--- config.mk ---
export PLATFORM = sky130hd
export DESIGN_NAME = program_store
export DESIGN_NICKNAME = d
export VERILOG_FILES = /design/src/source/program_store.sv
export VERILOG_INCLUDE_DIRS = /design/src /design/src/source
export SDC_FILE = /design/constraint.sdc
export NUM_CORES = 2
export LEC_CHECK = 0
export BUFFER_PORTS_ARGS = -buffer_cell sky130_fd_sc_hd__buf_2
export CORE_AREA = 3 3 731 878
export CTS_CLUSTER_DIAMETER = 40
export DETAILED_ROUTE_END_ITERATION = 12
export DIE_AREA = 0 0 734 881
export PLACE_DENSITY = 0.37
export SYNTH_ARGS = -nofsm -noshare
export SYNTH_HDL_FRONTEND = slang
export SYNTH_SLANG_ARGS = --single-unit
--- constraint.sdc ---
create_clock -name clk -period 3.1 [get_ports clk]
set_input_delay 0 -clock clk [delete_from_list [all_inputs] [get_ports clk]]
set_output_delay 0 -clock clk [all_outputs]
set_load 0.03 [all_outputs]
--- src/source/acc_cpu_cfg.svh ---
`ifndef ACC_CPU_CFG_SVH
`define ACC_CPU_CFG_SVH

// data and instruction word width
`define ACC_WORD_W 16

// opcode field at the top of every instruction
`define ACC_OP_W 6

// program and data memory share one address width
`define ACC_AW 8

// general registers r1..r4 and their index width
`define ACC_NUM_GPR 4
`define ACC_GPR_W 2

`endif

--- src/source/program_store.sv ---
`timescale 1ns/1ps
`include "acc_cpu_cfg.svh"

module program_store (
    input  logic                   clk,
    input  logic                   host_we,     // already qualified for this memory
    input  logic [`ACC_AW-1:0]     host_addr,
    input  logic [`ACC_WORD_W-1:0] host_wdata,
    input  logic [`ACC_AW-1:0]     pm_addr,
    output logic [`ACC_WORD_W-1:0] pm_data
);

    logic [`ACC_WORD_W-1:0] mem [2**`ACC_AW];

    // host load port
    always_ff @(posedge clk) begin
        if (host_we) begin
            mem[host_addr] <= host_wdata;
        end
    end

    // fetch is asynchronous, ir captures it in fetch1
    assign pm_data = mem[pm_addr];

endmodule

# Word-level counts from Yosys, hierarchy flattened
# Memories as Yosys holds them, arrays and structs flattened.
# Cells that the tools add are included.
[op_classes] muxes=2
[ops] op="2-to-1 mux 1 bit" count=2
[totals] register_bits=0 mem_count=1 word_cells=3 output_inout_bits=16 input_bits=34 mem_bits_rw=4096
[mem_list] name="mem" depth=256 width=16 read_ports=1 rd_ports_with_merged_regs=0 write_ports=1 line_no="program_store.sv:13" text="logic [`ACC_WORD_W-1:0] mem [2**`ACC_AW];"

# Logic depth before layout (Yosys ltp)
[depth] depth_word=2 depth_mapped=12 depth_no_buf=6

# Worst setup path before layout
# No wires, ideal clock.
[synth_path] path_type="input to output" start="in pm_addr[0]" end="out pm_data[11]" stages=12 required_time_ps=3100 path_slack_ps=558 arrival_time_ps=2542 cell_sequence="buf_6 buf_6 buf_8 buf_12 buf_12 buf_12 mux2i_1 o221ai_1 a21oi_1 o31ai_1 o32ai_1 nor4_1"
[synth_between] elab_chain_len=1
[synth_rtl] item="start, declared" line_no="program_store.sv:9" text="input logic [`ACC_AW-1:0] pm_addr,"
[synth_rtl] item="memory (256 x 16 bit)"
[synth_rtl] item="end, declared" line_no="program_store.sv:10" text="output logic [`ACC_WORD_W-1:0] pm_data"
# No other way between the ends.

# Worst setup path after layout
[layout_path] start="mem mem[15][14] in the netlist's numbering" end="out pm_data[14]"
[layout_between] elab_chain_len=1
[layout_rtl] item="start, declared" line_no="program_store.sv:13"
[layout_rtl] item="memory (256 x 16 bit)"
# No other way between the ends.

==> impl_table.tex <==
\begin{tabular}{lr}
\hline
Metric & Value \\
\hline
\multicolumn{2}{l}{\textbf{GRT}} \\
Global-route usage over all layers & 0.159 \\
Via count of the first global-routing pass & 84,280 \\
Maximum number of pins on one net before global-route repair & 129 \\
Wire length of the first global-routing pass & 722 mm \\
Antenna violations before repair & 31 \\
Routing usage on met2 & 0.270 \\
Busiest layer in global routing & met2 \\
M3 GR Usage & 0.0216 \\
GR met1 Demand/Resource & 0.210 \\
Remaining global-route overflow & 0 \\
\multicolumn{2}{l}{\textbf{Setup path}} \\
Biggest cell delay along the critical path & 480 ps \\
Bufs and invs on worst path & 4 \\
Type of the worst setup path & reg2out \\
CP Data Arrival Time & 3840 ps \\
Type of element launching the critical path & register \\
Cell seen most often among critical-path stages & sky130\_fd\_sc\_hd\_\_buf\_6 \\
Slowest stage cell, crit path & sky130\_fd\_sc\_hd\_\_mux4\_2 \\
Largest delay contributor family on the critical path & multiplexers \\
Worst path cell trace & mux4\_2 > mux2\_4 > a22oi\_2 > buf\_6 > nand2\_2 > o32ai\_4 > buf\_6 > nor4\_1 > buf\_4 > buf\_2 \\
Required time at the endpoint of the critical path & 3100 ps \\
Type of element capturing the critical path & output port \\
Critical Path Fanout Max & 1 \\
\multicolumn{2}{l}{\textbf{Die}} \\
Effective utilization at floorplan & 0.250 \\
Width of the chip & 734 um \\
Die Ht & 881 um \\
Area enclosed by the die boundary & 647,000 um2 \\
Site row count & 320 \\
Number of top-level pins & 50 \\
Core outline area & 633,000 um2 \\
\multicolumn{2}{l}{\textbf{Detailed routing}} \\
Routed via count divided by cell count & 4.60 \\
Antenna viol nets, final & 0 \\
Via count & 80,164 \\
Post-detailed-route wirelength per cell & 30.1 um \\
Routed WL & 524 mm \\
First-iteration detailed-routing DRC count & 6,567 \\
Count of unresolved DRC violations after routing & 0 \\
Drt first pass iters & 5 \\
\multicolumn{2}{l}{\textbf{STA}} \\
Slew at the pin closest to its max-slew limit & 1130 ps \\
Final setup violation count & 16 \\
Worst hold slack after final layout & 108 ps \\
Tmin final & 3840 ps \\
Worst setup margin & -739 ps \\
Unrepaired setup endpoints after global routing & true \\
Post-route fraction of the period consumed by the critical path & 1.24 \\
Normalized max-slew margin & 0.246 \\
Achievable Freq & 0.260 GHz \\
Fin. max-slew vios & 0 \\
Hold violation total from the final report & 0 \\
\multicolumn{2}{l}{\textbf{Layout}} \\
Cell area after layout & 197,000 um2 \\
Fraction of the core area covered by cells at the end of the flow & 0.311 \\
Largest registers in the final layout & mem x4096 \\
Area grow syn2layout & 24.5\% \\
Final \#Nets & 8,611 \\
Share of layout cells above drive strength 1 & 0.348 \\
Max FFs per register & 4,096 \\
Fillers & 61,042 \\
Reg with most FFs & mem \\
\multicolumn{2}{l}{\textbf{Pwr}} \\
Static power due to leakage & 0.0630 uW \\
Part of the total power dissipated in the clock network & 0.481 \\
Part of the power in registers & 0.462 \\
Worst voltage drop across the vdd grid & 0.000579 V \\
Cell Pwr Density & 670 nW/um2 \\
Switching portion of total power & 0.226 \\
Sw power & 29,900 uW \\
Power, Total & 132,000 uW \\
Portion of total power attributed to combinational logic & 0.056 \\
Internal power component & 102,000 uW \\
\multicolumn{2}{l}{\textbf{Place}} \\
Post-detailed-placement half-perimeter wirelength & 335 mm \\
Input/output buffers & 49 \\
Placement-stage worst setup slack & -1400 ps \\
Placed inst area & 177,000 um2 \\
Placer congestion estimate & 0.809 \\
\multicolumn{2}{l}{\textbf{Worst hold path}} \\
Worst hold path type & in2reg \\
\multicolumn{2}{l}{\textbf{Synth}} \\
Count of distinct cell types in the synthesized netlist & 51 \\
Gate Count Post-Synth & 7,344 \\
Total nets after synthesis & 7,378 \\
EDFF count, synth & 4,096 \\
Synth Register Bits & 4,096 \\
Yosys warning total & 0 \\
Post-Synthesis Cell Area & 158,000 um2 \\
Most common flop cell mapped by yosys & sky130\_fd\_sc\_hd\_\_edfxtp\_1 \\
Ys async rst share & 0 \\
Portion of the post-synthesis area used by sequential elements & 0.777 \\
Synthesized area per cell & 21.6 um2 \\
\multicolumn{2}{l}{\textbf{Clocking}} \\
Setup repair bufs after CTS & 0 \\
CTS clk-pin slew, worst paths & 50 ps \\
Number of clock buffers inserted by TritonCTS & 556 \\
TritonCTS clock tree & done \\
Root Driver & sky130\_fd\_sc\_hd\_\_clkbuf\_16 \\
Deepest level of the CTS H-tree & 6 \\
Max clock buf depth & 4 \\
Clock Sink Count & 4,096 \\
\multicolumn{2}{l}{\textbf{Job}} \\
Max-Cap Viols & 0 \\
\multicolumn{2}{l}{\textbf{Status}} \\
Violated checks & setup timing \\
Outcome & finished with violations \\
\hline
\end{tabular}
cell families (layout without fill, tap and decap cells):
group	count (synthesis)	in the layout	synth area share
compound gates	786	786	0.0354
buf+inv	456	2142	0.0170
flops	4096	4096	0.777
mux	1450	1450	0.155
other cells	0	14	0
simple gates	556	556	0.0158
metal layers:
metal | share of wire | up-vias
li1 | - | 33900
met1 | 0.43 | 43747
met2 | 0.49 | 1846
met3 | 0.039 | 667
met4 | 0.036 | 4
met5 | 0.000048 | -
cells in the mapped netlist, drive strengths merged, types with 2 or more instances:
library cell / number / area, um2
edfxtp: 4096 / 123000
mux4: 797 / 17900
mux2i: 565 / 5660
nor2: 304 / 1140
o221ai: 253 / 2220
clkbuf: 230 / 863
buf: 222 / 1810
a21oi: 175 / 876
o22ai: 148 / 926
nor3: 92 / 460
mux2: 88 / 991
a22oi: 43 / 323
nand2: 38 / 143
o21ai: 38 / 190
nand3: 35 / 175
a22o: 32 / 280
a221oi: 28 / 245
nand4: 26 / 163
o32ai: 21 / 191
a211oi: 18 / 135
nor4: 18 / 119
o31ai: 16 / 120
and3: 11 / 68.8
nor2b: 9 / 56.3
a2111oi: 6 / 52.6
a31oi: 6 / 37.5
or2: 5 / 31.3
inv: 4 / 15.0
nand2b: 3 / 18.8
nand4b: 3 / 26.3
a21o: 2 / 15.0
and2: 2 / 12.5
and4: 2 / 17.5
nor4bb: 2 / 20.0
or3: 2 / 12.5
layout by cell type, fill, tap and decap left out, types with 69 or more instances in the layout:
cell type                   instances
sky130_fd_sc_hd__buf_4            844
sky130_fd_sc_hd__nor3_1            84
sky130_fd_sc_hd__nor2_2           177
sky130_fd_sc_hd__edfxtp_1        4096
sky130_fd_sc_hd__clkinv_2          78
sky130_fd_sc_hd__mux4_2           797
sky130_fd_sc_hd__buf_12           171
sky130_fd_sc_hd__nor2_1           126
sky130_fd_sc_hd__clkbuf_16        568
sky130_fd_sc_hd__o22ai_1          148
sky130_fd_sc_hd__mux2i_1          565
sky130_fd_sc_hd__mux2_2            69
sky130_fd_sc_hd__a21oi_1          174
sky130_fd_sc_hd__o221ai_1         250
final cells by class:
class	instances	area, um2	share of cell area
diodes	14	35.0	0.000178
inverters	4	27.5	0.000140
repair buffers	1127	11000	0.0556
clock inverters	377	4040	0.0205
well taps	8372	10500	0.0531
flip-flops and latches	4096	123000	0.624
clock buffers	634	14500	0.0733
multi-input cells	2792	34200	0.173
tightest hold or removal path: cells and delay by family:
family	cells	cell delay, ps
buffers and inverters	3	920
metrics by stage:
| stage | setup TNS [ps] | instances |
|---|---|---|
| final | -7910 | 17416 |
| after global routing | -10320 | 17408 |
| after CTS | -10510 | 17404 |
| after detailed placement | -9920 | 16366 |
| after global placement | -10310 | 16366 |
| after floorplan | 0 | 7344 |
worst paths after layout:
kind	cells past startpoint	from	end	slack [ps]
setup / recovery	10	mem[15][14]$_DFFE_PP_	pm_data[14]	-740
hold / removal	3	host_wdata[2]	mem[151][2]$_DFFE_PP_	110
repair_timing:
item,4_1_cts,5_1_grt
pin swaps,36,20
setup endpoints to repair,16,16
gates resized for setup,174,21
hold buffers,44,0
hold endpoints to repair,6150,0
power by group through the flow:
stage	Sequential, uW	Combinational, uW	Clock, uW
2_1_floorplan	62200	3110	0
6_report	61100	7430	63600
3_3_place_gp	62200	7290	0
4_1_cts	61100	7620	65400
5_1_grt	61100	7850	67700
3_5_place_dp	62200	7340	0
Power figures use the tool's default switching activity.
