===== config.mk =====
export PLATFORM = sky130hd
export DESIGN_NAME = data_store
export DESIGN_NICKNAME = d
export VERILOG_FILES = /design/src/source/acc_cpu_pkg.sv /design/src/source/data_store.sv
export VERILOG_INCLUDE_DIRS = /design/src /design/src/source
export SDC_FILE = /design/constraint.sdc
export NUM_CORES = 2
export LEC_CHECK = 0
export BUFFER_PORTS_ARGS = -buffer_cell sky130_fd_sc_hd__buf_2
export CORE_MARGIN = 3
export CORE_UTILIZATION = 31
export DETAILED_ROUTE_END_ITERATION = 8
export PLACE_DENSITY_LB_ADDON = 0.08
export SYNTH_ARGS = -nofsm -noshare
export SYNTH_HDL_FRONTEND = slang
export SYNTH_SLANG_ARGS = --single-unit

===== constraint.sdc =====
create_clock -name clk -period 7.9 [get_ports clk]
set_input_delay 1.58 -clock clk [delete_from_list [all_inputs] [get_ports clk]]
set_output_delay 1.58 -clock clk [all_outputs]
set_load 0.03 [all_outputs]

===== src/source/acc_cpu_cfg.svh =====
`ifndef ACC_CPU_CFG_SVH
`define ACC_CPU_CFG_SVH

// data and instruction word width
`define ACC_WORD_W 16

// opcode field at the top of every instruction
`define ACC_OP_W 6

// program and data memory share one address width
`define ACC_AW 8

// general registers r1..r4 and their index width
`define ACC_NUM_GPR 4
`define ACC_GPR_W 2

`endif


===== src/source/acc_cpu_pkg.sv =====
`include "acc_cpu_cfg.svh"

package acc_cpu_pkg;

    // instruction codes, anything unlisted runs as nop
    typedef enum logic [`ACC_OP_W-1:0] {
        OP_NOP    = 6'd0,
        OP_LDAC   = 6'd1,
        OP_LDIAC  = 6'd2,
        OP_STAC   = 6'd3,
        OP_MVACAR = 6'd4,
        OP_MVACR  = 6'd5,
        OP_MVACRN = 6'd6,
        OP_MVRNAC = 6'd7,
        OP_ADD    = 6'd8,
        OP_SUB    = 6'd9,
        OP_MUL    = 6'd10,
        OP_LSHIFT = 6'd11,
        OP_INAC   = 6'd12,
        OP_CLAC   = 6'd13,
        OP_JPNZ   = 6'd14,
        OP_JMPZ   = 6'd15,
        OP_END    = 6'd16
    } opcode_e;

    typedef struct packed {
        opcode_e                              opcode;
        logic [`ACC_WORD_W-`ACC_OP_W-1:0]     addr;  // only low ACC_AW bits used
    } mem_form_t;

    typedef struct packed {
        opcode_e                                        opcode;
        logic [`ACC_WORD_W-`ACC_OP_W-`ACC_GPR_W-1:0]    unused;
        logic [`ACC_GPR_W-1:0]                          gpr;
    } reg_form_t;

    // same ir word, decoded as address or register form
    typedef union packed {
        mem_form_t mem_form;
        reg_form_t reg_form;
    } instr_u;

    typedef enum logic [2:0] {
        ST_IDLE, ST_FETCH1, ST_FETCH2, ST_EXEC, ST_LD2, ST_ST2, ST_JMP2, ST_HALT
    } state_e;

    typedef enum logic [2:0] {
        BUS_NONE, BUS_PM, BUS_DM, BUS_IR_ADDR, BUS_AC, BUS_R, BUS_GPR
    } bus_src_e;

    typedef enum logic [2:0] {
        ALU_PASS, ALU_ADD, ALU_SUB, ALU_MUL, ALU_SHL
    } alu_op_e;

    typedef struct packed {
        bus_src_e              bus_src;
        logic                  ld_ir;
        logic                  ld_ar;
        logic                  ld_ac;
        logic                  ld_r;
        logic                  ld_gpr;
        logic                  ld_pc;
        logic                  inc_pc;
        logic                  inc_ac;
        logic                  clr_ac;
        logic                  alu_en;   // ac takes alu result instead of bus
        alu_op_e               alu_op;
        logic [`ACC_GPR_W-1:0] gpr_sel;
        logic                  dm_we;
    } ctrl_t;

endpackage


===== src/source/data_store.sv =====
`timescale 1ns/1ps
`include "acc_cpu_cfg.svh"

module data_store (
    input  logic                   clk,
    input  logic                   reset,
    input  acc_cpu_pkg::ctrl_t     ctrl,
    input  logic [`ACC_AW-1:0]     ar,
    input  logic [`ACC_WORD_W-1:0] bus,
    input  logic                   host_we,
    input  logic                   host_mem_sel,  // 0 program, 1 data
    input  logic [`ACC_AW-1:0]     host_addr,
    input  logic [`ACC_WORD_W-1:0] host_wdata,
    input  logic                   host_rd,
    input  logic [`ACC_AW-1:0]     host_rd_addr,
    output logic [`ACC_WORD_W-1:0] dm_rdata,
    output logic                   pm_host_we,
    output logic [`ACC_WORD_W-1:0] host_rd_data,
    output logic                   host_rd_valid
);

    logic [`ACC_WORD_W-1:0] mem [2**`ACC_AW];
    logic                   dm_host_we;

    // split host strobe between the memories
    assign pm_host_we = host_we & ~host_mem_sel;
    assign dm_host_we = host_we & host_mem_sel;

    always_ff @(posedge clk) begin
        if (ctrl.dm_we) begin
            mem[ar] <= bus;  // stac, st2
        end else if (dm_host_we) begin
            mem[host_addr] <= host_wdata;
        end
    end

    assign dm_rdata = mem[ar];

    // host read-back, one cycle after the strobe
    always_ff @(posedge clk) begin
        if (host_rd) begin
            host_rd_data <= mem[host_rd_addr];
        end
    end

    always_ff @(posedge clk) begin
        if (reset) begin
            host_rd_valid <= 1'b0;
        end else begin
            host_rd_valid <= host_rd;
        end
    end

    // host loads only while the cpu is idle
    a_port_clash: assert property (@(posedge clk) disable iff (reset)
        !(ctrl.dm_we && host_we))
        else $error("data_store: cpu store and host write in the same cycle");

endmodule


Word level (Yosys, flattened, before mapping)
Memories as Yosys holds them, arrays and structs flattened. A register that Yosys moved wholly into a read port is not among the register bits.
Cells that the tools add are included.
- bits in registers: 1
- bits in latches: 0
- bits in writable memories: 4096
- memory bits (read-only): 0
- bits of input ports: 80
- output and inout bits: 34
- word-level logic and storage cells: 14
- memories kept: 1
- $add $sub $neg: 0
- $mul: 0
- div/mod/pow operators: 0
- order comparisons: 0
- eq/ne operators: 0
- shifts and indexed selects: 0
- mux-type cells: 8
- bitwise gates (word level): 3
- reductions and logical operators: 1
- memory list (name ; words ; width ; rd ports ; clocked after memory_dff ; wr ports ; RTL line ; RTL):
    mem ; 256 ; 16 ; 2 ; 1 ; 1 ; data_store.sv:22 ; logic [`ACC_WORD_W-1:0] mem [2**`ACC_AW];
- operators by type and width (cell ; count):
    $mux W16 ; 1
    $reduce_or A16 Y1 ; 1
    $mux W8 ; 1
    $mux W1 ; 6
    $and A1 B1 Y1 ; 2
    $not A1 Y1 ; 1

Depth between registers and ports, before layout
- depth after elaboration: 6
- depth in mapped cells: 13
- depth with buffers taken out: 7

Worst setup path after synthesis
OpenSTA, ideal clock, no wires.
- path kind: input port to flip-flop
- start point: in host_we
- end point: mem mem[0][10] (netlist bit), data pin
- setup time: 0.823 ns
- arrival: 5.609 ns
- data required time: 7.077 ns
- path slack: 1.469 ns
- stages: 7
- path buffers: 3
- path through: nand2_1 > or2_2 > clkbuf_1 > clkbuf_1 > buf_1 > nand2_1 > nand2_1
- cells in the longest elaborated chain, start to end: 6
- RTL lines (element ; RTL line ; RTL):
    start, declared ; data_store.sv:10 ; input logic host_we,
    $and A1 B1 Y1 ; data_store.sv:27 ; assign dm_host_we = host_we & host_mem_sel;
    $mux W1 ; data_store.sv:32 ; end else if (dm_host_we) begin
    $mux W1 ; data_store.sv:30 ; if (ctrl.dm_we) begin
    $mux W1 (implied by the code) ; data_store.sv:33 ; mem[host_addr] <= host_wdata;
    $reduce_or A16 Y1 (no line) ; n/a ;
    $mux W16 (no line) ; n/a ;
    end, declared ; data_store.sv:22 ;
No other way between the ends.

Worst setup path in the final report
- start point: in ar[0]
- end point: out dm_rdata[0]
- cells in the longest elaborated chain, start to end: 1
- RTL lines (element ; RTL line ; RTL):
    start, declared ; data_store.sv:8 ; input logic [`ACC_AW-1:0] ar,
    $mem_v2 Z256 W16 ; n/a ;
    end, declared ; data_store.sv:16 ; output logic [`ACC_WORD_W-1:0] dm_rdata,
No other way between the ends.

==> out/qor.yml <==
drt:
  dr.first_iter.drc_count: 14500
  vias: 116000
  wl_mm: 832
  drc: 0
  routedWlPerCell_microns: 42.3
  routed_via_density: 5.92
  drtAntennaViolNets: 0
  first_pass_iters: 6
clock_network:
  post_cts_buffers: 0
  insertion_delay_ns: 1.10
  clk_path_buf_depth: 4
  cts_tree: "yes"
  path_clk_slew_ns: 0.06
  htree_levels: 5
  cts_buffers: 476
  clkSinkCount: 4113
  cts_root_buf: "clkbuf_16"
cells_and_area:
  syn_to_final_growth_pct: 16.4
  drive_gt1_share_pct: 34.7
  final_area_sq_um: 225000
  n_fill_cell: 57500
  nets: 11000
  layout.cells.non_filler: 19700
worst_setup_path:
  crit_type: "primary input to output pin"
  path_cells: "buf_12 > buf_12 > buf_12 > buf_4 > mux2i_1 > o221ai_1 > a21oi_1 > o21ai_0 > buf_4 > o21a_1 > nand3_1 > buf_4 > nor4_2 > buf_12"
  arrival_ns: 6.31
  slowest_stage: "nor4_2"
  cp_slowest_stage_delay_ns: 1.14
  worst_r2r_endpoint: "host_rd_data[11]"
  r2r_start: "mem[107][11]"
  worstPathRequired_ns: 6.32
  endpoint_kind: "output pin"
  worstPathMaxFanout: 16
  rrSetupSlack_ns: 3.50
  critPathMostFrequentCell: "buf_12"
  start_kind: "primary input"
  rr_worst_depth: 7
yosys:
  synth_warnings: 0
  synthFlopType: "edfxtp_1"
  avgSynthCellArea_sq_um: 19.0
  yosysUniqueCellTypes: 83
  seq_area_frac_synth_pct: 63.9
  synth-edff-count: 4112
  synth_fp_nets: 10300
  postSynthCellCount: 10200
  async_flop_share_pct: 0
  synth_seq_cells: 4113
  synth_area_sq_um: 193000
flow_run:
  drv_cap: 4
floorplan:
  coreArea_sq_um: 620000
  die_h_microns: 795
  io_pins: 114
  rows: 289
  die_area_sq_um: 633000
  die_x_microns: 795
  start_util_pct: 31.1
sta:
  fmax_mhz: 127
  rsz0062_at_grt: "false"
  holdWs_ns: 0.660
  hold_viol: 0
  postLayoutSetupSlackWorst_ns: 0.00659
  fin_crit_sh_pct: 99.9
  setup_viol: 0
  finalCriticalPeriod_ns: 7.89
  worstMarginPinSlew_ns: 1.60
  slew_viol_final: 33
  slew_headroom_pct: -6.40
  skew_ns: 0.0396
power_and_ir_drop:
  switchingPower_mw: 12.9
  switching_share_pct: 25.2
  p_int_mw: 38.2
  seqPwrFrac_pct: 47.6
  vdd_drop_max_mv: 0.194
  cellPowerDensity_nw_per_um2: 227
  p_total_mw: 51.1
  p_leak_nw: 70.9
  combPwrFrac_pct: 10.2
  power.clock.fraction_pct: 42.3
worst_hold_path:
  hold_path_class: "primary input to flop"
  min-delay-start: "reset"
  min_to: "host_rd_valid"
  min_path_cells: 2
placement:
  dp.cells: 18700
  place.detailed.hpwl_mm: 553
  place.gp.congestion: 0.924
  io_buffers: 95
  place_area_sq_um: 210000
  place_ws_ns: -0.593
grt:
  gr-total-overflow: 0
  grt_first_pass_wirelength_mm: 1100
  antenna_found_initial: 82
  grt.total_usage_pct: 25.7
  grt_pass1_vias: 117000
  grt_max_degree: 162
status:
  violations: "capacitance limit, slew limit"
  status: "finished with violations"
==> worst max-delay path, delay by kind of cell <==
kind / cells / cell delay [ns]
AOI/OAI and AO/OA: 4 / 1.62
buffers and inverters: 7 / 1.61
muxes: 1 / 0.12
and+or+nand+nor: 2 / 1.23
==> metrics by stage <==
| stage | util, % | setup TNS [ns] |
|---|---|---|
| finish | 36.3 | 0 |
| global route | 36.2 | 0 |
| CTS | 36.2 | 0 |
| detailed placement | 33.8 | -0.941 |
| global placement | 33.8 | -4.68 |
| floorplan | - | 0 |
==> Yosys cell counts, types with 13 or more instances <==
| cell | number | share of area, % |
|---|---|---|
| edfxtp_1 | 4112 | 64 |
| mux4_2 | 1782 | 21 |
| mux2i_1 | 973 | 5.0 |
| nor2_1 | 391 | 0.76 |
| nand2_1 | 353 | 0.69 |
| clkbuf_1 | 325 | 0.63 |
| o221ai_1 | 293 | 1.3 |
| a21oi_1 | 230 | 0.60 |
| o22ai_1 | 215 | 0.70 |
| a22oi_1 | 162 | 0.63 |
| buf_2 | 156 | 0.40 |
| nor3_1 | 153 | 0.40 |
| buf_6 | 134 | 0.78 |
| o21ai_0 | 122 | 0.32 |
| nand3_1 | 114 | 0.30 |
| buf_1 | 95 | 0.18 |
| buf_4 | 73 | 0.28 |
| a211oi_1 | 61 | 0.24 |
| nor4_1 | 55 | 0.18 |
| mux2_2 | 31 | 0.18 |
| a221oi_1 | 28 | 0.13 |
| buf_8 | 27 | 0.21 |
| nand4_1 | 24 | 0.078 |
| buf_12 | 20 | 0.21 |
| a22o_1 | 16 | 0.073 |
| a31oi_1 | 16 | 0.052 |
| and3_1 | 14 | 0.045 |
| nand2b_1 | 13 | 0.042 |
==> worst max path at each step <==
stage,to,slack (ns),cells past startpoint,startpoint
6_report,dm_rdata[0],0.007,14,ar[0]
5_1_grt,dm_rdata[14],0.04,16,ar[0]
4_1_cts,dm_rdata[14],0.007,15,ar[0]
3_5_place_dp,dm_rdata[11],-0.59,12,ar[0]
3_3_place_gp,dm_rdata[9],-1.12,12,ar[0]
2_1_floorplan,mem[0][10],1.47,7,host_we
==> routing by layer <==
metal | vias to the layer above | GRT usage, % | part of all wire, %
met5 | - | 0 | 0.020
met4 | 22 | 10.3 | 4.8
met3 | 1218 | 5.18 | 7.5
met2 | 5211 | 40.2 | 46
met1 | 64300 | 35.3 | 42
li1 | 45500 | - | -
==> power by group through the flow <==
| stage | logic [mW] | registers, mW | clock network [mW] |
|---|---|---|---|
| final | 5.19 | 24.3 | 21.6 |
| after detailed placement | 5.18 | 24.8 | 0 |
| after global placement | 5.14 | 24.8 | 0 |
| after floorplan | 2.62 | 24.9 | 0 |
| after CTS | 5.20 | 24.3 | 22.1 |
| after global routing | 5.34 | 24.3 | 22.9 |
==> placed cells by master, fill, tap and decap left out, types with 49 or more instances in the layout <==
cell | netlist | final
a211oi_1 | 61 | 60
o221ai_1 | 293 | 293
mux2i_1 | 973 | 973
o21ai_0 | 122 | 117
buf_12 | 20 | 159
nor2_2 | 0 | 216
nor3_1 | 153 | 148
o22ai_1 | 215 | 215
a21oi_1 | 230 | 230
clkinv_1 | 2 | 108
edfxtp_1 | 4112 | 4112
buf_4 | 73 | 841
buf_2 | 156 | 76
clkinv_2 | 0 | 102
nor2_1 | 391 | 126
nand3_1 | 114 | 98
clkbuf_16 | 0 | 480
mux4_2 | 1782 | 1782
nand2_1 | 353 | 331
a22oi_1 | 162 | 160
clkbuf_1 | 325 | 107
diode_2 | 0 | 53
nor2_4 | 0 | 49
==> cell families after synthesis <==
family | Yosys count | synth area share [%]
compound gates | 1250 | 4.54
buf+inv | 841 | 2.72
flops | 4113 | 63.9
mux | 2787 | 26.0
simple gates | 1198 | 2.79
==> area by class of cell <==
type	count	area, sq um	area share, %
clock buffer	589	12400	5.53
tap	8293	10400	4.62
antenna	53	133	0.0590
timing repair buffer	1085	10000	4.45
inverter	11	65.1	0.0289
multi-input combinational	5235	65900	29.3
sequential	4113	123000	54.9
clock inverter	282	2430	1.08
==> state kept, by name, indices dropped and copies added, names as in the netlist <==
signal,flops
mem,4096
host_rd_data,16
host_rd_valid,1
==> what timing repair did <==
item                                    CTS  global route
resized for setup                         6             2
hold buffers                              0             0
endpoints found under the setup margin    4             2
pin swaps                                 0             0
No activity file was read; power rests on OpenSTA's default activity.
