[config.mk]
export PLATFORM = sky130hd
export DESIGN_NAME = control_unit
export DESIGN_NICKNAME = d
export VERILOG_FILES = /design/src/source/acc_cpu_pkg.sv /design/src/source/control_unit.sv
export VERILOG_INCLUDE_DIRS = /design/src /design/src/source
export SDC_FILE = /design/constraint.sdc
export NUM_CORES = 1
export LEC_CHECK = 0
export BUFFER_PORTS_ARGS = -buffer_cell sky130_fd_sc_hd__buf_2
export CORE_AREA = 2 2 39 41
export CTS_CLUSTER_SIZE = 28
export DETAILED_ROUTE_END_ITERATION = 10
export DIE_AREA = 0 0 41 43
export GPL_TIMING_DRIVEN = 0
export PLACE_DENSITY_LB_ADDON = 0.15
export SYNTH_ARGS = -nofsm -noshare
export SYNTH_HDL_FRONTEND = slang
export SYNTH_SLANG_ARGS = --single-unit
[constraint.sdc]
create_clock -name clk -period 3.12 [get_ports clk]
set_input_delay 0.156 -clock clk [delete_from_list [all_inputs] [get_ports clk]]
set_output_delay 0.156 -clock clk [all_outputs]
set_load 0.03 [all_outputs]
[src/source/acc_cpu_cfg.svh]
`ifndef ACC_CPU_CFG_SVH
`define ACC_CPU_CFG_SVH

// data and instruction word width
`define ACC_WORD_W 16

// opcode field at the top of every instruction
`define ACC_OP_W 6

// program and data memory share one address width
`define ACC_AW 8

// general registers r1..r4 and their index width
`define ACC_NUM_GPR 4
`define ACC_GPR_W 2

`endif

[src/source/acc_cpu_pkg.sv]
`include "acc_cpu_cfg.svh"

package acc_cpu_pkg;

    // instruction codes, anything unlisted runs as nop
    typedef enum logic [`ACC_OP_W-1:0] {
        OP_NOP    = 6'd0,
        OP_LDAC   = 6'd1,
        OP_LDIAC  = 6'd2,
        OP_STAC   = 6'd3,
        OP_MVACAR = 6'd4,
        OP_MVACR  = 6'd5,
        OP_MVACRN = 6'd6,
        OP_MVRNAC = 6'd7,
        OP_ADD    = 6'd8,
        OP_SUB    = 6'd9,
        OP_MUL    = 6'd10,
        OP_LSHIFT = 6'd11,
        OP_INAC   = 6'd12,
        OP_CLAC   = 6'd13,
        OP_JPNZ   = 6'd14,
        OP_JMPZ   = 6'd15,
        OP_END    = 6'd16
    } opcode_e;

    typedef struct packed {
        opcode_e                              opcode;
        logic [`ACC_WORD_W-`ACC_OP_W-1:0]     addr;  // only low ACC_AW bits used
    } mem_form_t;

    typedef struct packed {
        opcode_e                                        opcode;
        logic [`ACC_WORD_W-`ACC_OP_W-`ACC_GPR_W-1:0]    unused;
        logic [`ACC_GPR_W-1:0]                          gpr;
    } reg_form_t;

    // same ir word, decoded as address or register form
    typedef union packed {
        mem_form_t mem_form;
        reg_form_t reg_form;
    } instr_u;

    typedef enum logic [2:0] {
        ST_IDLE, ST_FETCH1, ST_FETCH2, ST_EXEC, ST_LD2, ST_ST2, ST_JMP2, ST_HALT
    } state_e;

    typedef enum logic [2:0] {
        BUS_NONE, BUS_PM, BUS_DM, BUS_IR_ADDR, BUS_AC, BUS_R, BUS_GPR
    } bus_src_e;

    typedef enum logic [2:0] {
        ALU_PASS, ALU_ADD, ALU_SUB, ALU_MUL, ALU_SHL
    } alu_op_e;

    typedef struct packed {
        bus_src_e              bus_src;
        logic                  ld_ir;
        logic                  ld_ar;
        logic                  ld_ac;
        logic                  ld_r;
        logic                  ld_gpr;
        logic                  ld_pc;
        logic                  inc_pc;
        logic                  inc_ac;
        logic                  clr_ac;
        logic                  alu_en;   // ac takes alu result instead of bus
        alu_op_e               alu_op;
        logic [`ACC_GPR_W-1:0] gpr_sel;
        logic                  dm_we;
    } ctrl_t;

endpackage

[src/source/control_unit.sv]
`timescale 1ns/1ps

module control_unit (
    input  logic                clk,
    input  logic                reset,
    input  logic                start,
    input  acc_cpu_pkg::instr_u ir,
    input  logic                ac_zero,
    output acc_cpu_pkg::ctrl_t  ctrl,
    output logic                busy,
    output logic                done
);

    acc_cpu_pkg::state_e  state;
    acc_cpu_pkg::state_e  next_state;
    acc_cpu_pkg::opcode_e op;
    logic                 take_branch;

    // alu operation for the four arithmetic opcodes
    function automatic acc_cpu_pkg::alu_op_e alu_for(input acc_cpu_pkg::opcode_e o);
        case (o)
            acc_cpu_pkg::OP_ADD:    return acc_cpu_pkg::ALU_ADD;
            acc_cpu_pkg::OP_SUB:    return acc_cpu_pkg::ALU_SUB;
            acc_cpu_pkg::OP_MUL:    return acc_cpu_pkg::ALU_MUL;
            acc_cpu_pkg::OP_LSHIFT: return acc_cpu_pkg::ALU_SHL;
            default:                return acc_cpu_pkg::ALU_PASS;
        endcase
    endfunction

    assign op = ir.mem_form.opcode;  // same bits in both forms
    assign take_branch = (op == acc_cpu_pkg::OP_JPNZ) ? !ac_zero : ac_zero;

    always_ff @(posedge clk) begin
        if (reset) begin
            state <= acc_cpu_pkg::ST_IDLE;
        end else begin
            state <= next_state;
        end
    end

    always_comb begin
        next_state = state;
        case (state)
            acc_cpu_pkg::ST_IDLE: begin
                if (start) begin
                    next_state = acc_cpu_pkg::ST_FETCH1;
                end
            end
            acc_cpu_pkg::ST_FETCH1: next_state = acc_cpu_pkg::ST_FETCH2;
            acc_cpu_pkg::ST_FETCH2: next_state = acc_cpu_pkg::ST_EXEC;
            acc_cpu_pkg::ST_EXEC: begin
                case (op)
                    acc_cpu_pkg::OP_LDAC,
                    acc_cpu_pkg::OP_LDIAC: next_state = acc_cpu_pkg::ST_LD2;
                    acc_cpu_pkg::OP_STAC:  next_state = acc_cpu_pkg::ST_ST2;
                    acc_cpu_pkg::OP_JPNZ,
                    acc_cpu_pkg::OP_JMPZ: begin
                        next_state = take_branch ? acc_cpu_pkg::ST_JMP2
                                                 : acc_cpu_pkg::ST_FETCH1;
                    end
                    acc_cpu_pkg::OP_END:   next_state = acc_cpu_pkg::ST_HALT;
                    default:               next_state = acc_cpu_pkg::ST_FETCH1;
                endcase
            end
            acc_cpu_pkg::ST_LD2,
            acc_cpu_pkg::ST_ST2,
            acc_cpu_pkg::ST_JMP2:   next_state = acc_cpu_pkg::ST_FETCH1;
            default:                next_state = acc_cpu_pkg::ST_IDLE;  // halt returns here
        endcase
    end

    // control word, combinational from state and ir
    always_comb begin
        ctrl = '0;
        case (state)
            acc_cpu_pkg::ST_FETCH1: begin
                ctrl.bus_src = acc_cpu_pkg::BUS_PM;
                ctrl.ld_ir   = 1'b1;
            end
            acc_cpu_pkg::ST_FETCH2: ctrl.inc_pc = 1'b1;
            acc_cpu_pkg::ST_EXEC: begin
                case (op)
                    acc_cpu_pkg::OP_LDAC,
                    acc_cpu_pkg::OP_MVACAR: begin
                        ctrl.bus_src = acc_cpu_pkg::BUS_AC;
                        ctrl.ld_ar   = 1'b1;
                    end
                    acc_cpu_pkg::OP_LDIAC: begin
                        ctrl.bus_src = acc_cpu_pkg::BUS_IR_ADDR;
                        ctrl.ld_ar   = 1'b1;
                    end
                    acc_cpu_pkg::OP_STAC:  ctrl.bus_src = acc_cpu_pkg::BUS_AC;  // write in st2
                    acc_cpu_pkg::OP_MVACR: begin
                        ctrl.bus_src = acc_cpu_pkg::BUS_AC;
                        ctrl.ld_r    = 1'b1;
                    end
                    acc_cpu_pkg::OP_MVACRN: begin
                        ctrl.bus_src = acc_cpu_pkg::BUS_AC;
                        ctrl.ld_gpr  = 1'b1;
                        ctrl.gpr_sel = ir.reg_form.gpr;
                    end
                    acc_cpu_pkg::OP_MVRNAC: begin
                        ctrl.bus_src = acc_cpu_pkg::BUS_GPR;
                        ctrl.gpr_sel = ir.reg_form.gpr;
                        ctrl.ld_ac   = 1'b1;
                    end
                    acc_cpu_pkg::OP_ADD,
                    acc_cpu_pkg::OP_SUB,
                    acc_cpu_pkg::OP_MUL,
                    acc_cpu_pkg::OP_LSHIFT: begin
                        ctrl.bus_src = acc_cpu_pkg::BUS_R;  // r reaches the alu over the bus
                        ctrl.ld_ac   = 1'b1;
                        ctrl.alu_en  = 1'b1;
                        ctrl.alu_op  = alu_for(op);
                    end
                    acc_cpu_pkg::OP_INAC: ctrl.inc_ac = 1'b1;
                    acc_cpu_pkg::OP_CLAC: ctrl.clr_ac = 1'b1;
                    default: ;  // nop, branches and end only steer next_state
                endcase
            end
            acc_cpu_pkg::ST_LD2: begin
                ctrl.bus_src = acc_cpu_pkg::BUS_DM;
                ctrl.ld_ac   = 1'b1;
            end
            acc_cpu_pkg::ST_ST2: begin
                ctrl.bus_src = acc_cpu_pkg::BUS_AC;
                ctrl.dm_we   = 1'b1;
            end
            acc_cpu_pkg::ST_JMP2: begin
                ctrl.bus_src = acc_cpu_pkg::BUS_IR_ADDR;
                ctrl.ld_pc   = 1'b1;
            end
            acc_cpu_pkg::ST_HALT: ctrl.ld_pc = 1'b1;  // idle bus is zero, pc back to 0
            default: ;
        endcase
    end

    assign busy = (state != acc_cpu_pkg::ST_IDLE);
    assign done = (state == acc_cpu_pkg::ST_HALT);  // halt lasts exactly one cycle

    a_state_legal: assert property (@(posedge clk) disable iff (reset)
        state inside {acc_cpu_pkg::ST_IDLE, acc_cpu_pkg::ST_FETCH1, acc_cpu_pkg::ST_FETCH2,
                      acc_cpu_pkg::ST_EXEC, acc_cpu_pkg::ST_LD2, acc_cpu_pkg::ST_ST2,
                      acc_cpu_pkg::ST_JMP2, acc_cpu_pkg::ST_HALT})
        else $error("control_unit: illegal state %0d", state);

    a_done_pulse: assert property (@(posedge clk) disable iff (reset) done |=> !done)
        else $error("control_unit: done held for more than one cycle");

    // a run only begins from a start seen while idle
    a_start_idle: assert property (@(posedge clk) disable iff (reset)
        $rose(busy) |-> $past(start))
        else $error("control_unit: busy rose without an accepted start");

endmodule

Word-level counts from Yosys, hierarchy flattened

Cells that the tools add are included.

Equal/unequal tests: 24
Muxes and demuxes: 24
Reduce and logical (&&, ||, !) cells: 12

Operator list:

| cell                                                             | number |
|---|---|
| 6-bit by 4-bit == test with 1-bit output (second input constant) | 8 |
| 3-bit one-hot mux with 4 select lines                            | 3 |
| 3-bit one-hot mux with 5 select lines                            | 2 |
| 6-bit by 3-bit == test with 1-bit output (second input constant) | 4 |
| 3-bit == test (second input constant)                            | 4 |
| 6-bit by 2-bit == test with 1-bit output (second input constant) | 2 |
| 1-bit 2-to-1 mux                                                 | 12 |
| 5-bit OR reduction                                               | 2 |
| 8-bit 2-to-1 mux                                                 | 1 |
| 2-bit OR reduction                                               | 4 |
| 3-bit by 2-bit == test with 1-bit output (second input constant) | 2 |
| 6-bit by 1-bit == test with 1-bit output (second input constant) | 1 |
| 6-bit by 5-bit == test with 1-bit output (second input constant) | 1 |
| 3-bit 2-to-1 mux                                                 | 2 |
| 3-bit OR reduction                                               | 2 |
| 2-bit 2-to-1 mux                                                 | 2 |
| 4-bit 2-to-1 mux                                                 | 1 |
| 4-bit OR reduction                                               | 1 |
| 3-bit by 1-bit == test with 1-bit output (second input constant) | 1 |
| 3-bit logical NOT                                                | 1 |
| 3-bit nonzero test                                               | 1 |
| 2-bit inequality test (second input constant)                    | 1 |
| 1-bit one-hot mux with 2 select lines                            | 1 |
| 1-bit logical NOT                                                | 1 |

Flip-flop bits (word level): 3
Input bits: 20
Output and inout port bits: 21
Word-level logic and storage cells: 61

Logic depth before layout (Yosys ltp)

Depth in word-level cells: 5
Gate-level depth with buffers: 5

Worst setup path before layout

No wires, ideal clock.

Kind: flip-flop to output port
Start point: register state[0]
End point: output ctrl[17] in the netlist's numbering
Arrival time: 1659 ps
Required time: 2964 ps
Setup slack: 1305 ps
Cell stages (with the launch flop): 5
Path buffers: 0
Cells stage by stage: dfxtp_1 nand4bb_1 nor2_1 nand2_1 o32ai_1

RTL lines:

| what                   | RTL line           | text |
|---|---|---|
| from (decl)            | control_unit.sv:14 | `acc_cpu_pkg::state_e state;` |
| from (signal assigned) | control_unit.sv:35 | `state <= acc_cpu_pkg::ST_IDLE;` |
| from (signal assigned) | control_unit.sv:37 | `state <= next_state;` |
| to (decl)              | control_unit.sv:9  | `output acc_cpu_pkg::ctrl_t ctrl,` |

==> impl.org <==
** Global routing
- Via count of the first global-routing pass :: between 500 and 600
- Wire length of the first global-routing pass :: 2.08 mm
- The number of antenna violations at the first check in global routing was 0.
- Overall routing resource usage :: 0.178
- Entering global routing, the biggest net connects 11 pins.
- The total overflow left after global routing is 0.

** Routing
- After the first detailed-routing iteration, the DRC count stood at 1.
- Summed over all nets, wire length on met3 after detailed routing comes to approximately 80 um.
- Length of the first detailed-routing pass in iterations :: 2
- For this run, design rule violations remaining after detail routing come to 0.
- Detailed-route wire length per cell :: between 10 and 15 um
- Met2 wire length :: 553 um
- Detailed Route WL :: 1.28 mm
- Post-DR vias/cell :: 4.98
- The detail route stage leaves a number of antenna-violating nets equal to 0.
- WL met1 :: 609 um
- Detailed-route via count :: between 600 and 700
- Uppermost routed layer :: met4

** Cells and area
- Measured on the finished design, the core utilization comes to 0.485.
- Area growth from synthesis to layout :: 41.4%
- The layout has around 160 filler cells.
- The final layout contains about 130 nets.
- Area of all placed cells without fillers :: between 600 and 700 um^2
- The sequential cells in the finished layout cover a total of 60.1 um^2.
- The largest registers in the layout are state x3.
- Footprint of the multi-input gates :: 363 um^2
- Largest reg by FF count :: state
- Fraction of layout cells with a size suffix above 1 :: 0.370
- The repair_antennas step left the layout with diodes totalling 0.
- The register with the most flip-flops in the layout has 3 of them.

** Clocking
- For the worst-skew pair, the clock arrives at the later sink with an insertion delay of approximately 0.24 ns.
- After clock tree synthesis, the setup repair step added 0 buffers.
- The number of gates resized after CTS was 0.
- CTS placed an instance of sky130_fd_sc_hd__clkbuf_4 at the clock tree root.
- Number of buffers on the longest clock path :: 2
- Clock tree from TritonCTS :: yes
- Reg clk slew, reported paths :: 0.04 ns
- Clock tree synthesis inserted a total of 3 buffers.
- Hold repair after CTS inserted 0 buffers.
- Number of levels the H-tree was split into :: 1
- The clock net in this run drives a total of 3 sinks.

** Setup path
- CP max FO :: 9
- The worst register-to-register path begins at state[0]$_SDFFE_PP0P_.
- At the worst endpoint, the required time is 2.96 ns.
- Depth of the worst register-to-register path :: 4
- Setup slack on the worst flop-to-flop path :: between 1.5 and 2 ns
- The critical path is of the register to output pin type.
- Worst path arrival time :: 1.74 ns
- Startpoint type of the worst setup path :: register
- The endpoint identified for the worst register-to-register timing path is state[0]$_SDFFE_PP0P_.
- The worst setup path is captured at an output pin.

** Synthesis
- During synthesis, Yosys emitted a total of 0 warnings.
- Counting every instance in the synthesized netlist gives 74.
- Of the total synthesized cell area, the portion taken by full adders, half adders and majority gates is 0.
- By area the synthesized netlist is led by sky130_fd_sc_hd__dfxtp_1 13%, sky130_fd_sc_hd__nor2_1 10%, sky130_fd_sc_hd__inv_1 4.7%.
- Summing every instance area after synthesis gives 474 um^2.
- Fraction of post-synthesis cell area in the top cell type by area :: 0.127
- Among all flip-flop cells after synthesis, the most frequent one is sky130_fd_sc_hd__dfxtp_1.
- Of the total synthesized cell area, the portion taken by AND, OR, NAND and NOR gates is 0.446.
- Of the total synthesized cell area, the portion taken by XOR and XNOR cells is 0.0554.
- Synthesized area per cell :: between 6 and 7 um^2
- Count of different cell masters after synthesis :: 32
- For this run, asynchronously set or reset flops after synthesis account for 0.
- Post-synthesis register bit count :: 3
- The fraction of the mapped netlist area in compound gates is 0.264.
- By count the netlist is led by 13 x sky130_fd_sc_hd__nor2_1, 6 x sky130_fd_sc_hd__inv_1, 5 x sky130_fd_sc_hd__nand2_1.
- Cell with the most instances after synthesis :: sky130_fd_sc_hd__nor2_1
- In this run, synthesis inferred 0 flip-flops with an integrated enable.
- Combinational family with the most area after synthesis :: simple AND/OR/NAND/NOR gates
- Share of synthesized area occupied by flip-flops and latches :: 0.127
- Cell taking the most area after synthesis :: sky130_fd_sc_hd__dfxtp_1
- The portion of synthesized area spent on multiplexers is 0.
- The number of nets in the synthesized netlist is 94.

** Hold path
- In this run the worst hold path is classified as input pin to register.
- Hold Crit Endpoint :: state[2]$_SDFFE_PP0P_
- The worst hold path was traced through 2 stages.
- The startpoint identified for the worst hold timing path is reset.

** STA
- Summed over all failing endpoints, the final setup total negative slack is 0 ns.
- Timing would allow up to 0.527 GHz.
- RSZ-0062 raised after global routing :: no
- Final Critical Period :: 1.90 ns
- The max-slew violation total from the final report is 0.
- The final hold violation count was 0.
- Setup violations remaining at the end of the flow were counted as 0.
- At the pin with the least slew margin, the transition time is 0.386 ns.
- Worst max-slew margin expressed relative to the limit :: 0.743
- Fin worst setup slack :: 1.22 ns
- Of the available clock period, the critical path in the final layout requires 0.609.
- On the final layout, the worst clock skew is 0.00144 ns.

** Power and ir drop
- Of the total power, the clock network draws 0.355.
- The analysis attributes to net switching a power of 0.0785 mW.
- Of the total power, the share spent switching nets is 0.397.
- Of the total power, registers draw 0.236.
- Max rail drop VDD :: 0.199 mV
- Internal power contribution :: 0.119 mW
- For this design the static power due to leakage is 0.351 nW.
- The share of total power dissipated in combinational logic is 0.409.
- Ratio of total power to cell area :: 295 nW/um^2

** Die
- Die Height :: 43 um
- Top-level port count :: 41
- In this run the core area contains 14 standard-cell rows.
- Placeable core region :: between 1000 and 1500 um^2
- The initial utilization of the core area, before any placement, comes to 0.343.
- From left edge to right edge, the die measures 41 um.
- Die Area :: 1760 um^2

** Placement
- In this run the tool buffered the top-level ports with 30 buffer cells.
- Detailed placement finished with a half-perimeter wire length of 1.04 mm.
- Timing analysis after detailed placement gives a worst setup slack of 1.48 ns.
- Summing all placed instances gives a cell area of 644 um^2.
- At the end of routability-driven placement, the weighted congestion stood at between 0.7 and 0.8.

** Status
- The run finished with clean final reports.

** Job
- Number of max-cap violations :: 0
## metrics by stage
stage / hold slack (ns) / cells / total power, mW
final: 0.119 / 124 / 0.198
after global routing: 0.110 / 124 / 0.216
after CTS: 0.112 / 124 / 0.201
after detailed placement: 0.365 / 120 / 0.128
after global placement: 0.366 / 120 / 0.127
after floorplan: 0.228 / 74 / 0.105
## worst max-delay path by stage
stage	from	end	slack, ns	cells past startpoint
after floorplan	state[0]$_SDFFE_PP0P_	ctrl[17]	1.30	4
after global placement	state[0]$_SDFFE_PP0P_	ctrl[17]	1.46	5
after detailed placement	state[0]$_SDFFE_PP0P_	ctrl[17]	1.48	5
after CTS	state[0]$_SDFFE_PP0P_	ctrl[17]	1.21	5
after global routing	state[0]$_SDFFE_PP0P_	ctrl[17]	1.08	5
final	state[0]$_SDFFE_PP0P_	ctrl[17]	1.22	5
## layout by cell type, fill, tap and decap left out, types with 2 or more instances in the layout
master / n
sky130_fd_sc_hd__nand2_1: 5
sky130_fd_sc_hd__inv_1: 6
sky130_fd_sc_hd__o32ai_1: 2
sky130_fd_sc_hd__clkbuf_1: 3
sky130_fd_sc_hd__nand3_1: 3
sky130_fd_sc_hd__a21o_1: 2
sky130_fd_sc_hd__a21oi_1: 4
sky130_fd_sc_hd__buf_2: 32
sky130_fd_sc_hd__nor3_1: 3
sky130_fd_sc_hd__nor2_1: 13
sky130_fd_sc_hd__and3_1: 2
sky130_fd_sc_hd__a31oi_1: 3
sky130_fd_sc_hd__clkbuf_4: 3
sky130_fd_sc_hd__xnor2_1: 2
sky130_fd_sc_hd__nor2b_1: 3
sky130_fd_sc_hd__dfxtp_1: 3
sky130_fd_sc_hd__o21ai_0: 3
## worst max-delay path, cell delays in order, from the launching register on
cell and delay, ns:
sky130_fd_sc_hd__dfxtp_1 0.44, sky130_fd_sc_hd__nand4bb_1 0.19, sky130_fd_sc_hd__nor2_1 0.25, sky130_fd_sc_hd__nand2_1 0.11, sky130_fd_sc_hd__o32ai_1 0.26, sky130_fd_sc_hd__buf_2 0.24
## logic make-up after synthesis
| logic type | count (synthesis) |
|---|---|
| compound gates | 18 |
| xor+xnor | 3 |
| buf+inv | 11 |
| flops | 3 |
| simple gates | 39 |
## layout make-up
cell class | instances | share of cell area
multi-input combinational | 60 | 0.541
tap | 16 | 0.0299
clock buffer | 4 | 0.0392
buffer | 5 | 0.0429
timing repair buffer | 30 | 0.224
sequential | 3 | 0.0896
inverter | 6 | 0.0336
## power groups by stage
stage / Clock, mW / Sequential (mW) / Combinational [mW]
floorplan: 0 / 0.0460 / 0.0585
global placement: 0 / 0.0475 / 0.0800
detailed placement: 0 / 0.0472 / 0.0813
CTS: 0.0732 / 0.0466 / 0.0814
global route: 0.0778 / 0.0478 / 0.0904
finish: 0.0703 / 0.0466 / 0.0810
## layer usage
metal | GRT usage | vias to the layer above
li1 | - | 326
met5 | 0 | -
met1 | 0.236 | 264
met4 | 0.120 | 0
met3 | 0.0471 | 6
met2 | 0.241 | 21
Note: power is estimated with default switching activity, not from simulation.
